## config.mk

```make
export PLATFORM = sky130hd
export DESIGN_NAME = axis_sw
export DESIGN_NICKNAME = d
export VERILOG_FILES = /design/src/axis_sw_pkg.sv /design/src/sw_cfg_regs.sv /design/src/sw_arbiter.sv /design/src/sw_upstream_mux.sv /design/src/sw_downstream_demux.sv /design/src/axis_sw.sv
export SDC_FILE = /design/constraint.sdc
export NUM_CORES = 1
export LEC_CHECK = 0
export BUFFER_PORTS_ARGS = -buffer_cell sky130_fd_sc_hd__buf_4
export CORE_UTILIZATION = 45
export DETAILED_ROUTE_END_ITERATION = 8
export PLACE_DENSITY_LB_ADDON = 0.15
export SYNTH_ARGS = -nofsm -noshare
export SYNTH_HDL_FRONTEND = slang
export SYNTH_SLANG_ARGS = --single-unit
```

## constraint.sdc

```tcl
create_clock -name axis_clk -period 10.61 [get_ports axis_clk]
set_input_delay 0.5305 -clock axis_clk [delete_from_list [all_inputs] [get_ports axis_clk]]
set_output_delay 0.5305 -clock axis_clk [all_outputs]
set_load 0.005 [all_outputs]
```

## src/axis_sw_pkg.sv

```systemverilog
`default_nettype none

package axis_sw_pkg;

  //////////////////////////////
  // widths and counts
  //////////////////////////////

  // stream data width, default for every data_w parameter
  localparam int DATA_W  = 32;

  // upstream sources: user project, register bridge, logic analyzer
  localparam int NUM_SRC = 3;

  //////////////////////////////
  // tags and small fields
  //////////////////////////////

  typedef logic [1:0] tid_t;

  localparam tid_t TID_UP = 2'd0;
  localparam tid_t TID_AA = 2'd1;
  localparam tid_t TID_LA = 2'd2;

  typedef logic [1:0] user_t;

  // fifo fill threshold
  typedef logic [3:0] th_t;

  localparam th_t TH_RESET = 4'd6;

  //////////////////////////////
  // stream beats
  //////////////////////////////

  typedef struct packed {
    logic [DATA_W-1:0]   data;
    logic [DATA_W/8-1:0] strb;
    logic [DATA_W/8-1:0] keep;
    logic                last;
    user_t               user;
  } axis_beat_t;

  // beat plus its source or destination tag
  typedef struct packed {
    axis_beat_t beat;
    tid_t       tid;
  } axis_tagged_t;

endpackage

`default_nettype wire

```

## src/sw_cfg_regs.sv

```systemverilog
`default_nettype none

module sw_cfg_regs
  import axis_sw_pkg::*;
#(
  parameter int data_w = DATA_W
) (
  input  wire                  axis_clk,
  input  wire                  axi_reset_n,
  input  wire                  cfg_enable,
  // write address and data
  input  wire                  awvalid,
  input  wire [14:0]           awaddr,
  input  wire                  wvalid,
  input  wire [data_w-1:0]     wdata,
  input  wire [data_w/8-1:0]   wstrb,
  output logic                 awready,
  output logic                 wready,
  // read side, always answering
  output logic                 arready,
  output logic                 rvalid,
  output logic [data_w-1:0]    rdata,
  output th_t                  threshold
);

  logic wr_take;
  logic wr_hit;

  // address and data accepted together, only while the block is enabled
  assign wr_take = cfg_enable && awvalid && wvalid;
  assign awready = wr_take;
  assign wready  = wr_take;

  // byte address, word 0 is the only register
  assign wr_hit = wr_take && (awaddr[14:2] == '0) && wstrb[0];

  always_ff @(posedge axis_clk or negedge axi_reset_n) begin
    if (!axi_reset_n) begin
      threshold <= TH_RESET;
    end else if (wr_hit) begin
      threshold <= th_t'(wdata[$bits(th_t)-1:0]);
    end
  end

  // single register, so any read returns it
  assign arready = 1'b1;
  assign rvalid  = 1'b1;
  assign rdata   = data_w'(threshold);

endmodule

`default_nettype wire

```

## src/sw_arbiter.sv

```systemverilog
`default_nettype none

module sw_arbiter
  import axis_sw_pkg::*;
#(
  parameter int data_w = DATA_W
) (
  input  wire                 axis_clk,
  input  wire                 axi_reset_n,
  input  wire [NUM_SRC-1:0]   req,
  input  wire                 frame_done,
  output logic [NUM_SRC-1:0]  grant
);

  localparam int IDX_W = $clog2(NUM_SRC);

  // beat struct layout is fixed by the package width
  if (data_w != DATA_W) begin : g_width_check
    $error("data_w differs from the package DATA_W");
  end

  logic [IDX_W-1:0]   base_q;
  logic [IDX_W-1:0]   base_nxt;
  logic [NUM_SRC-1:0] pick;

  //////////////////////////////
  // first requester from base
  //////////////////////////////

  // walk downwards so the nearest requester after base wins
  always_comb begin : find_first
    int unsigned idx;
    pick = '0;
    for (int k = NUM_SRC - 1; k >= 0; k--) begin
      idx = (int'(base_q) + k) % NUM_SRC;
      if (req[idx]) begin
        pick = '0;
        pick[idx] = 1'b1;
      end
    end
  end

  // base moves to the source after the granted one
  always_comb begin : next_base
    base_nxt = base_q;
    for (int i = 0; i < NUM_SRC; i++) begin
      if (grant[i]) begin
        base_nxt = (i == NUM_SRC - 1) ? '0 : IDX_W'(i + 1);
      end
    end
  end

  //////////////////////////////
  // grant and base registers
  //////////////////////////////

  always_ff @(posedge axis_clk or negedge axi_reset_n) begin
    if (!axi_reset_n) begin
      grant  <= '0;
      base_q <= '0;
    end else if (grant == '0) begin
      grant <= pick;
    end else if (frame_done) begin
      // one idle cycle, then the next frame is picked
      grant  <= '0;
      base_q <= base_nxt;
    end
  end

endmodule

`default_nettype wire

```

## src/sw_upstream_mux.sv

```systemverilog
`default_nettype none

module sw_upstream_mux
  import axis_sw_pkg::*;
#(
  parameter int data_w = DATA_W
) (
  input  wire                              axis_clk,
  input  wire                              axi_reset_n,
  input  wire [NUM_SRC-1:0]                grant,
  input  wire axis_beat_t [NUM_SRC-1:0]    src_beat,
  input  wire [NUM_SRC-1:0]                src_valid,
  output logic [NUM_SRC-1:0]               src_ready,
  output axis_tagged_t                     out_beat,
  output logic                             out_valid,
  input  wire                              out_ready,
  output logic                             frame_done
);

  if (data_w != DATA_W) begin : g_width_check
    $error("data_w differs from the package DATA_W");
  end

  tid_t sel;
  logic can_load;
  logic take;

  // one-hot grant to source index, which is also the tid
  always_comb begin : pick_src
    sel = TID_UP;
    for (int i = 0; i < NUM_SRC; i++) begin
      if (grant[i]) begin
        sel = tid_t'(i);
      end
    end
  end

  //////////////////////////////
  // source handshake
  //////////////////////////////

  // output register free, or draining this cycle
  assign can_load   = !out_valid || out_ready;
  assign src_ready  = grant & {NUM_SRC{can_load}};
  assign take       = |(src_ready & src_valid);
  assign frame_done = take && src_beat[sel].last;

  //////////////////////////////
  // output holding register
  //////////////////////////////

  always_ff @(posedge axis_clk or negedge axi_reset_n) begin
    if (!axi_reset_n) begin
      out_valid <= 1'b0;
    end else if (take) begin
      out_valid <= 1'b1;
    end else if (out_ready) begin
      out_valid <= 1'b0;
    end
  end

  // beat is only replaced on a new transfer, so it holds under back-pressure
  always_ff @(posedge axis_clk) begin
    if (take) begin
      out_beat.beat <= src_beat[sel];
      out_beat.tid  <= sel;
    end
  end

endmodule

`default_nettype wire

```

## src/sw_downstream_demux.sv

```systemverilog
`default_nettype none

module sw_downstream_demux
  import axis_sw_pkg::*;
#(
  parameter int data_w     = DATA_W,
  parameter int fifo_depth = 16
) (
  input  wire                 axis_clk,
  input  wire                 axi_reset_n,
  input  wire th_t            threshold,
  // from the serializer
  input  wire axis_tagged_t   in_beat,
  input  wire                 in_valid,
  output logic                in_ready,
  // to the user project
  output axis_beat_t          up_beat,
  output logic                up_valid,
  input  wire                 up_ready,
  // to the register bridge
  output axis_beat_t          aa_beat,
  output logic                aa_valid,
  input  wire                 aa_ready
);

  localparam int AW = $clog2(fifo_depth);

  if (data_w != DATA_W) begin : g_width_check
    $error("data_w differs from the package DATA_W");
  end

  axis_tagged_t mem [fifo_depth];
  axis_tagged_t head;

  // one extra bit tells full from empty
  logic [AW:0] wr_ptr;
  logic [AW:0] rd_ptr;
  logic [AW:0] fill;
  logic        wr_en;
  logic        empty;
  logic        drop;
  logic        pop;

  //////////////////////////////
  // write side
  //////////////////////////////

  assign wr_en = in_valid && in_ready;
  assign fill  = wr_ptr - rd_ptr;

  always_ff @(posedge axis_clk) begin
    if (wr_en) begin
      mem[wr_ptr[AW-1:0]] <= in_beat;
    end
  end

  // ready follows the fill level one cycle late
  always_ff @(posedge axis_clk or negedge axi_reset_n) begin
    if (!axi_reset_n) begin
      wr_ptr   <= '0;
      in_ready <= 1'b0;
    end else begin
      in_ready <= (32'(fill) <= 32'(threshold));
      if (wr_en) begin
        wr_ptr <= wr_ptr + 1'b1;
      end
    end
  end

  //////////////////////////////
  // head routing
  //////////////////////////////

  assign empty = (wr_ptr == rd_ptr);
  assign head  = mem[rd_ptr[AW-1:0]];

  always_comb begin : route_head
    up_valid = 1'b0;
    aa_valid = 1'b0;
    drop     = 1'b0;
    if (!empty) begin
      case (head.tid)
        TID_UP:  up_valid = 1'b1;
        TID_AA:  aa_valid = 1'b1;
        // no receiver for these tags
        default: drop = 1'b1;
      endcase
    end
  end

  assign up_beat = head.beat;
  assign aa_beat = head.beat;
  assign pop     = (up_valid && up_ready) || (aa_valid && aa_ready) || drop;

  always_ff @(posedge axis_clk or negedge axi_reset_n) begin
    if (!axi_reset_n) begin
      rd_ptr <= '0;
    end else if (pop) begin
      rd_ptr <= rd_ptr + 1'b1;
    end
  end

endmodule

`default_nettype wire

```

## src/axis_sw.sv

```systemverilog
`default_nettype none

module axis_sw
  import axis_sw_pkg::*;
#(
  parameter int data_w     = DATA_W,
  parameter int fifo_depth = 16
) (
  input  wire                  axis_clk,
  input  wire                  axi_reset_n,
  input  wire                  cc_as_enable,
  // lite bus
  input  wire                  axi_awvalid,
  input  wire [14:0]           axi_awaddr,
  output logic                 axi_awready,
  input  wire                  axi_wvalid,
  input  wire [data_w-1:0]     axi_wdata,
  input  wire [data_w/8-1:0]   axi_wstrb,
  output logic                 axi_wready,
  output logic                 axi_arready,
  output logic                 axi_rvalid,
  output logic [data_w-1:0]    axi_rdata,
  // upstream sources
  input  wire axis_beat_t      up_as_beat,
  input  wire                  up_as_tvalid,
  output logic                 as_up_tready,
  input  wire axis_beat_t      aa_as_beat,
  input  wire                  aa_as_tvalid,
  output logic                 as_aa_tready,
  input  wire axis_beat_t      la_as_beat,
  input  wire                  la_as_tvalid,
  output logic                 as_la_tready,
  // serializer link, both directions
  output axis_tagged_t         as_is_beat,
  output logic                 as_is_tvalid,
  input  wire                  is_as_tready,
  input  wire axis_tagged_t    is_as_beat,
  input  wire                  is_as_tvalid,
  output logic                 as_is_tready,
  // downstream receivers
  output axis_beat_t           as_up_beat,
  output logic                 as_up_tvalid,
  input  wire                  up_as_tready,
  output axis_beat_t           as_aa_beat,
  output logic                 as_aa_tvalid,
  input  wire                  aa_as_tready
);

  logic [NUM_SRC-1:0]             req;
  logic [NUM_SRC-1:0]             grant;
  logic [NUM_SRC-1:0]             src_ready;
  axis_beat_t [NUM_SRC-1:0]       src_beat;
  logic                           frame_done;
  th_t                            threshold;

  // index order is the tid order
  assign req      = {la_as_tvalid, aa_as_tvalid, up_as_tvalid};
  assign src_beat = {la_as_beat, aa_as_beat, up_as_beat};

  assign as_up_tready = src_ready[TID_UP];
  assign as_aa_tready = src_ready[TID_AA];
  assign as_la_tready = src_ready[TID_LA];

  sw_cfg_regs #(.data_w(data_w)) u_cfg_regs (
    .axis_clk    (axis_clk),
    .axi_reset_n (axi_reset_n),
    .cfg_enable  (cc_as_enable),
    .awvalid     (axi_awvalid),
    .awaddr      (axi_awaddr),
    .wvalid      (axi_wvalid),
    .wdata       (axi_wdata),
    .wstrb       (axi_wstrb),
    .awready     (axi_awready),
    .wready      (axi_wready),
    .arready     (axi_arready),
    .rvalid      (axi_rvalid),
    .rdata       (axi_rdata),
    .threshold   (threshold)
  );

  sw_arbiter #(.data_w(data_w)) u_arbiter (
    .axis_clk    (axis_clk),
    .axi_reset_n (axi_reset_n),
    .req         (req),
    .frame_done  (frame_done),
    .grant       (grant)
  );

  sw_upstream_mux #(.data_w(data_w)) u_upstream_mux (
    .axis_clk    (axis_clk),
    .axi_reset_n (axi_reset_n),
    .grant       (grant),
    .src_beat    (src_beat),
    .src_valid   (req),
    .src_ready   (src_ready),
    .out_beat    (as_is_beat),
    .out_valid   (as_is_tvalid),
    .out_ready   (is_as_tready),
    .frame_done  (frame_done)
  );

  sw_downstream_demux #(
    .data_w     (data_w),
    .fifo_depth (fifo_depth)
  ) u_downstream_demux (
    .axis_clk    (axis_clk),
    .axi_reset_n (axi_reset_n),
    .threshold   (threshold),
    .in_beat     (is_as_beat),
    .in_valid    (is_as_tvalid),
    .in_ready    (as_is_tready),
    .up_beat     (as_up_beat),
    .up_valid    (as_up_tvalid),
    .up_ready    (up_as_tready),
    .aa_beat     (as_aa_beat),
    .aa_valid    (as_aa_tvalid),
    .aa_ready    (aa_as_tready)
  );

endmodule

`default_nettype wire

```

# Yosys cells after proc, flatten, opt, wreduce, memory -nomap -nowiden

Memory sizes are Yosys's and may differ from the RTL's.
Index checks and enable logic that the tools add are counted.

Register bits after elaboration: 66
RAM bits: 720
Input bits: 237
Output and inout port bits: 174
Logic and storage cells: 93
Memories: 1

Add/sub/neg operators: 5
Divide/modulo/power cells: 3
$lt $le $gt $ge: 8
Equality and inequality tests: 2
Muxes and demuxes: 34
Bitwise operators: 3
Reduce and logical (&&, ||, !) cells: 24

Memories:

| memory                 | words | width | read ports | clocked after Yosys merged registers in | wr ports | line                      | source |
|---|---|---|---|---|---|---|---|
| u_downstream_demux.mem | 16    | 45    | 1          | 0                                       | 1        | sw_downstream_demux.sv:32 | `axis_tagged_t mem [fifo_depth];` |

Operator list:

| operator                                                            | count |
|---|---|
| greater-or-equal comparator 32 x 1 -> 1 bit (second input constant) | 3 |
| < comparator 32 x 3 -> 1 bit (second input constant)                | 3 |
| binary-select mux 43 bit (select 2 bit)                             | 1 |
| modulo 32 x 3 -> 32 bit (second input constant)                     | 2 |
| two-way mux 43 bit                                                  | 1 |
| modulo 3 x 3 -> 32 bit (second input constant)                      | 1 |
| two-way mux 1 bit                                                   | 17 |
| two-way mux 3 bit                                                   | 5 |
| zero test 13 bit                                                    | 1 |
| logical AND 1 bit                                                   | 11 |
| adder 5 x 1 -> 5 bit (second input constant)                        | 2 |
| two-way mux 2 bit                                                   | 4 |
| bitwise AND 3 bit                                                   | 2 |
| binary-select mux 1 bit (select 2 bit)                              | 3 |
| demux 1 bit (select 2 bit)                                          | 3 |
| equality test 5 bit                                                 | 1 |
| less-or-equal comparator 5 x 4 -> 1 bit                             | 1 |
| subtractor 5 bit                                                    | 1 |
| nonzero test 2 bit                                                  | 2 |
| adder 2 x 1 -> 3 bit (second input constant)                        | 1 |
| adder 2 x 2 -> 3 bit (second input constant)                        | 1 |
| zero test 3 bit                                                     | 1 |
| logical OR 1 bit                                                    | 3 |
| < comparator 2 x 3 -> 1 bit (second input constant)                 | 1 |
| other kinds (8)                                                     | 8 |

# Logic depth before layout (Yosys ltp)

Depth in word-level cells: 10
Depth in mapped cells: 11
Depth with buffers taken out: 11

# Hierarchy

Synthesis repeated with hierarchy kept, for this count alone.

Cells, all modules: 1,465
Area total of the unflattened synthesis: 31,570.3 µm²

By module, submodules not included:

| module              | times used | cells each | area each (µm²) | sequential area each (µm²) |
|---|---|---|---|---|
| sw_downstream_demux | 1          | 1,166      | 28,294.6        | 21,896.0 |
| sw_upstream_mux     | 1          | 202        | 2,376.0         | 1,376.3 |
| sw_cfg_regs         | 1          | 51         | 476.7           | 102.6 |
| sw_arbiter          | 1          | 46         | 422.9           | 125.1 |

# Least setup slack after synthesis

OpenSTA, ideal clock, no wires.

Path type: input to register
From: in is_as_tvalid
To: mem u_downstream_demux.mem[3][0] (netlist bit), enable pin
Setup time: 503 ps
Arrival time: 4,129 ps
Required time: 10,107 ps
Setup slack: 5,978 ps
Stages: 4
Buffers on the path: 1
Path through: and2_1 > clkbuf_1 > nand2_1 > nor3_1

Word-level cells in the longest chain between the ends: 3

Ends and longest elaborated chain:

| item                                    | line                      | source |
|---|---|---|
| start: declaration                      | axis_sw.sv:38             | `input wire is_as_tvalid,` |
| logical AND 1 bit                       | sw_downstream_demux.sv:48 | `assign wr_en = in_valid && in_ready;` |
| two-way mux 1 bit                       | sw_downstream_demux.sv:52 | `if (wr_en) begin` |
| two-way mux 1 bit (implied by the code) | sw_downstream_demux.sv:53 | `mem[wr_ptr[AW-1:0]] <= in_beat;` |
| end: declaration                        | sw_downstream_demux.sv:32 |  |

Every way passes these cells.

==> out/results.txt <==
The flow ran to the end, and the final reports show no timing, DRC or antenna violations. The number of enable-type register cells in the synthesized netlist is 765, and the area of the core region is 0.0687 mm2. The count of buffers added on input and output ports is 347. For this block, the initial DRC count from the detailed router was 1122. The worst vdd rail ir drop came out at 161 uV. Post-synthesis async set-or-reset flop share: 0.0267. Clock input transition at the sequential cells of the worst setup and hold paths: 0.05 ns. The area share of the leading cell type in the synthesized netlist was 0.733. The number of buffers inserted for hold repair after clock tree synthesis was 1; the wire length reported by the detailed router was 72.4 mm.

For this run, the leading register cell type out of synthesis is sky130_fd_sc_hd__edfxtp_1. The final layout net count was 2049; the share of post-route cells with drive strength above 1 was 0.398. For the final count of hold timing violations, the log shows 0. Element type at the critical path end: a primary output. The data arrival time of the worst path is 4.18 ns, and the number of vias in the routed layout is 15200. For the initial antenna violation count, the log shows 7.

Post-CTS repair changed the size of 0 cells. The largest total area in the synthesized netlist belongs to sky130_fd_sc_hd__edfxtp_1. The first detailed-routing pass took 5 iterations. The highest net fanout along the worst path was 54; the clock insertion delay at the later pin of the skew report was 0.63 ns.

STA classifies the critical path startpoint as a register. The wire-length estimate of the detail-placed layout is 39.0 mm. At the end of routability-driven placement, the weighted congestion stood at 0.779. The logs give 0 for the number of pins exceeding their max-slew limit in the final report and 0 for the number of synthesis warnings. The average wire per standard cell came out at 26.0 um. The most common cell after layout, fill and taps aside was sky130_fd_sc_hd__edfxtp_1. The area growth from synthesis to final layout was 18.7%; the ratio of final minimum period to clock period was 0.444. Adding up every negative setup slack in the final design gives 0 ns. Total DRC errors in the routed layout: 0. Prior to clock tree synthesis, the placed netlist has a worst setup slack of 6.48 ns. The longest clock path from root to sink contains 3 buffers.

TritonCTS built the clock tree. The die span in y works out to 266 um. The number of synthesized register bits is 786.

The overall fraction of global-route tracks in use is 0.207, and the via count of the first global-routing pass is 15900. Across the run, the number of max-cap violations was 0. For the worst setup path, the data required time is 10.08 ns. Derived from the worst setup path, the maximum achievable clock frequency is 212 MHz. The path type of the worst setup path is register to primary output.

The die covers 0.0707 mm2. The slew at the pin closest to its max-slew limit came out at 1.02 ns. Dividing the detail-routed via count by the number of cells gives 5.44. Between clock sinks in the finished design, the worst skew comes to 0.0150 ns. In this run the core area contains 96 standard-cell rows. The type of the tightest min-delay check was primary input to register.

Entering global routing, the biggest net connects 107 pins. TritonCTS created 83 clock buffers. The tools report the top-level I/O count as 411. The tools report the leakage power as 12.6 nW. The H-tree was split into 3 levels. The run gives 0.750 as the share of synthesized area occupied by flip-flops and latches. Setup repair after global routing left no endpoint under its margin. The relative slew slack came out at 0.318. Synthesis produced 1449 cells. Averaged over all synthesized cells, the footprint is 21.6 um2. After layout, the worst setup slack is 5.90 ns. Across all hold checks on the routed design, the worst slack comes to 0.120 ns.

Leaving out fill and tap cells, the most frequent cells in the layout are sky130_fd_sc_hd__edfxtp_1 (765), sky130_fd_sc_hd__buf_4 (374), sky130_fd_sc_hd__mux4_2 (221), sky130_fd_sc_hd__clkbuf_16 (83), sky130_fd_sc_hd__nand2_1 (64). Yosys mapped the design onto 52 distinct sky130hd cell types. CTS saw 786 sinks.

For this run the aggregate overflow at the end of global routing stands at 0. Number of routed nets with antenna violations: 0. Setup violations remaining at the end of the flow were counted as 0.

The cell area after technology mapping was 0.0313 mm2. The first global-routing pass estimated 105 mm of wire. The final critical path time including I/O delays and setup is 4.71 ns, and the total setup buffers inserted after CTS is 0.

In this run the clock root is driven by a sky130_fd_sc_hd__clkbuf_16. The die is 266 um wide. The initial core utilization was 0.456. Sorting the synthesized cells by area gives the leading types as sky130_fd_sc_hd__edfxtp_1 (73%), sky130_fd_sc_hd__mux4_2 (16%), sky130_fd_sc_hd__buf_4 (1.8%), sky130_fd_sc_hd__dfrtp_1 (1.5%), sky130_fd_sc_hd__mux2i_1 (1.5%).

The total power divided by cell area works out to 262 mW/mm2.
sequential cells by signal (all words and copies together), names as in the netlist:
register                     flops
u_arbiter.base_q                 2
u_arbiter.grant                  3
u_cfg_regs.threshold             4
u_downstream_demux.in_ready      1
u_downstream_demux.mem         720
u_downstream_demux.rd_ptr        5
u_downstream_demux.wr_ptr        5
u_upstream_mux.out_beat         45
u_upstream_mux.out_valid         1
area by class of cell:
class                           instances  area, um2
Clock buffer                           97       2130
Antenna cell                            4       10.0
Fill cell                            5366      31500
Timing Repair Buffer                  376       2840
Clock inverter                         45        317
Multi-Input combinational cell        530       7130
Inverter                               17       65.1
Sequential cell                       786      23500
Tap cell                              931       1160
where the power goes:
| part | leakage (nW) | internal (mW) | switching (mW) |
|---|---|---|---|
| sequential | 7.16 | 3.74 | 0.185 |
| clock | 1.20 | 1.46 | 1.17 |
| combinational | 4.20 | 1.69 | 1.51 |
| total | 12.6 | 6.89 | 2.86 |
metrics by stage:
stage,utilization,cell area (um2),power (mW),std cells
6_report,0.541,37200,9.75,2786
5_1_grt,0.541,37200,10.2,2786
4_1_cts,0.541,37200,9.92,2782
3_5_place_dp,0.505,34700,7.26,2639
3_3_place_gp,0.505,34700,7.23,2639
2_1_floorplan,-,31400,6.10,1477
cell families (layout without fill, tap and decap cells):
kind of cell,after synthesis,count (layout),share of synthesized area
and+or+nand+nor,113,113,0.0163
AOI/OAI and AO/OA,81,81,0.0153
DFF,786,786,0.750
muxes,276,276,0.178
other,2,34,0.000240
xor gates and xnor gates,12,12,0.00336
buffers and inverters,161,535,0.0292
adders and majority gates,18,18,0.00743
per-layer routing:
| layer | track usage | wire (um) | vias up |
|---|---|---|---|
| met1 | 0.264 | 28500 | 8015 |
| met4 | 0.0694 | 1630 | 6 |
| li1 | - | - | 6576 |
| met2 | 0.358 | 38200 | 463 |
| met5 | 0 | 37 | - |
| met3 | 0.0372 | 4010 | 107 |
Yosys cell counts, drive strengths merged, types with 4 or more instances:
master	number
edfxtp	765
mux4	223
buf	111
nand2	64
o21ai	53
mux2i	49
clkbuf	33
dfrtp	19
ha	17
inv	17
nor2	17
a21oi	9
xnor2	8
a211oi	5
nand3	5
nor3	5
a21o	4
and2	4
mux2	4
nand2b	4
xor2	4
final timing paths:
path                       slack (ns)                    startpoint                      endpoint  cells past startpoint
max reg2reg                      6.83  u_downstream_demux.rd_ptr[1]   u_downstream_demux.in_ready                     11
min                              0.12                  axi_wdata[2]       u_cfg_regs.threshold[2]                      3
min reg2reg                      0.48  u_downstream_demux.rd_ptr[4]  u_downstream_demux.rd_ptr[4]                      1
max                              5.90  u_downstream_demux.rd_ptr[1]                 as_aa_beat[3]                      5
min in group asynchronous        0.34                   axi_reset_n      u_upstream_mux.out_valid                      2
max in group asynchronous        9.98                   axi_reset_n       u_cfg_regs.threshold[2]                      2
worst max-delay path, cell delays in order, from the launching register on:
cell	delay (ns)
sky130_fd_sc_hd__dfrtp_4	0.80
sky130_fd_sc_hd__buf_4	0.78
sky130_fd_sc_hd__buf_4	0.68
sky130_fd_sc_hd__mux4_2	0.41
sky130_fd_sc_hd__mux4_2	0.58
sky130_fd_sc_hd__buf_4	0.18
Power figures use the tool's default switching activity.
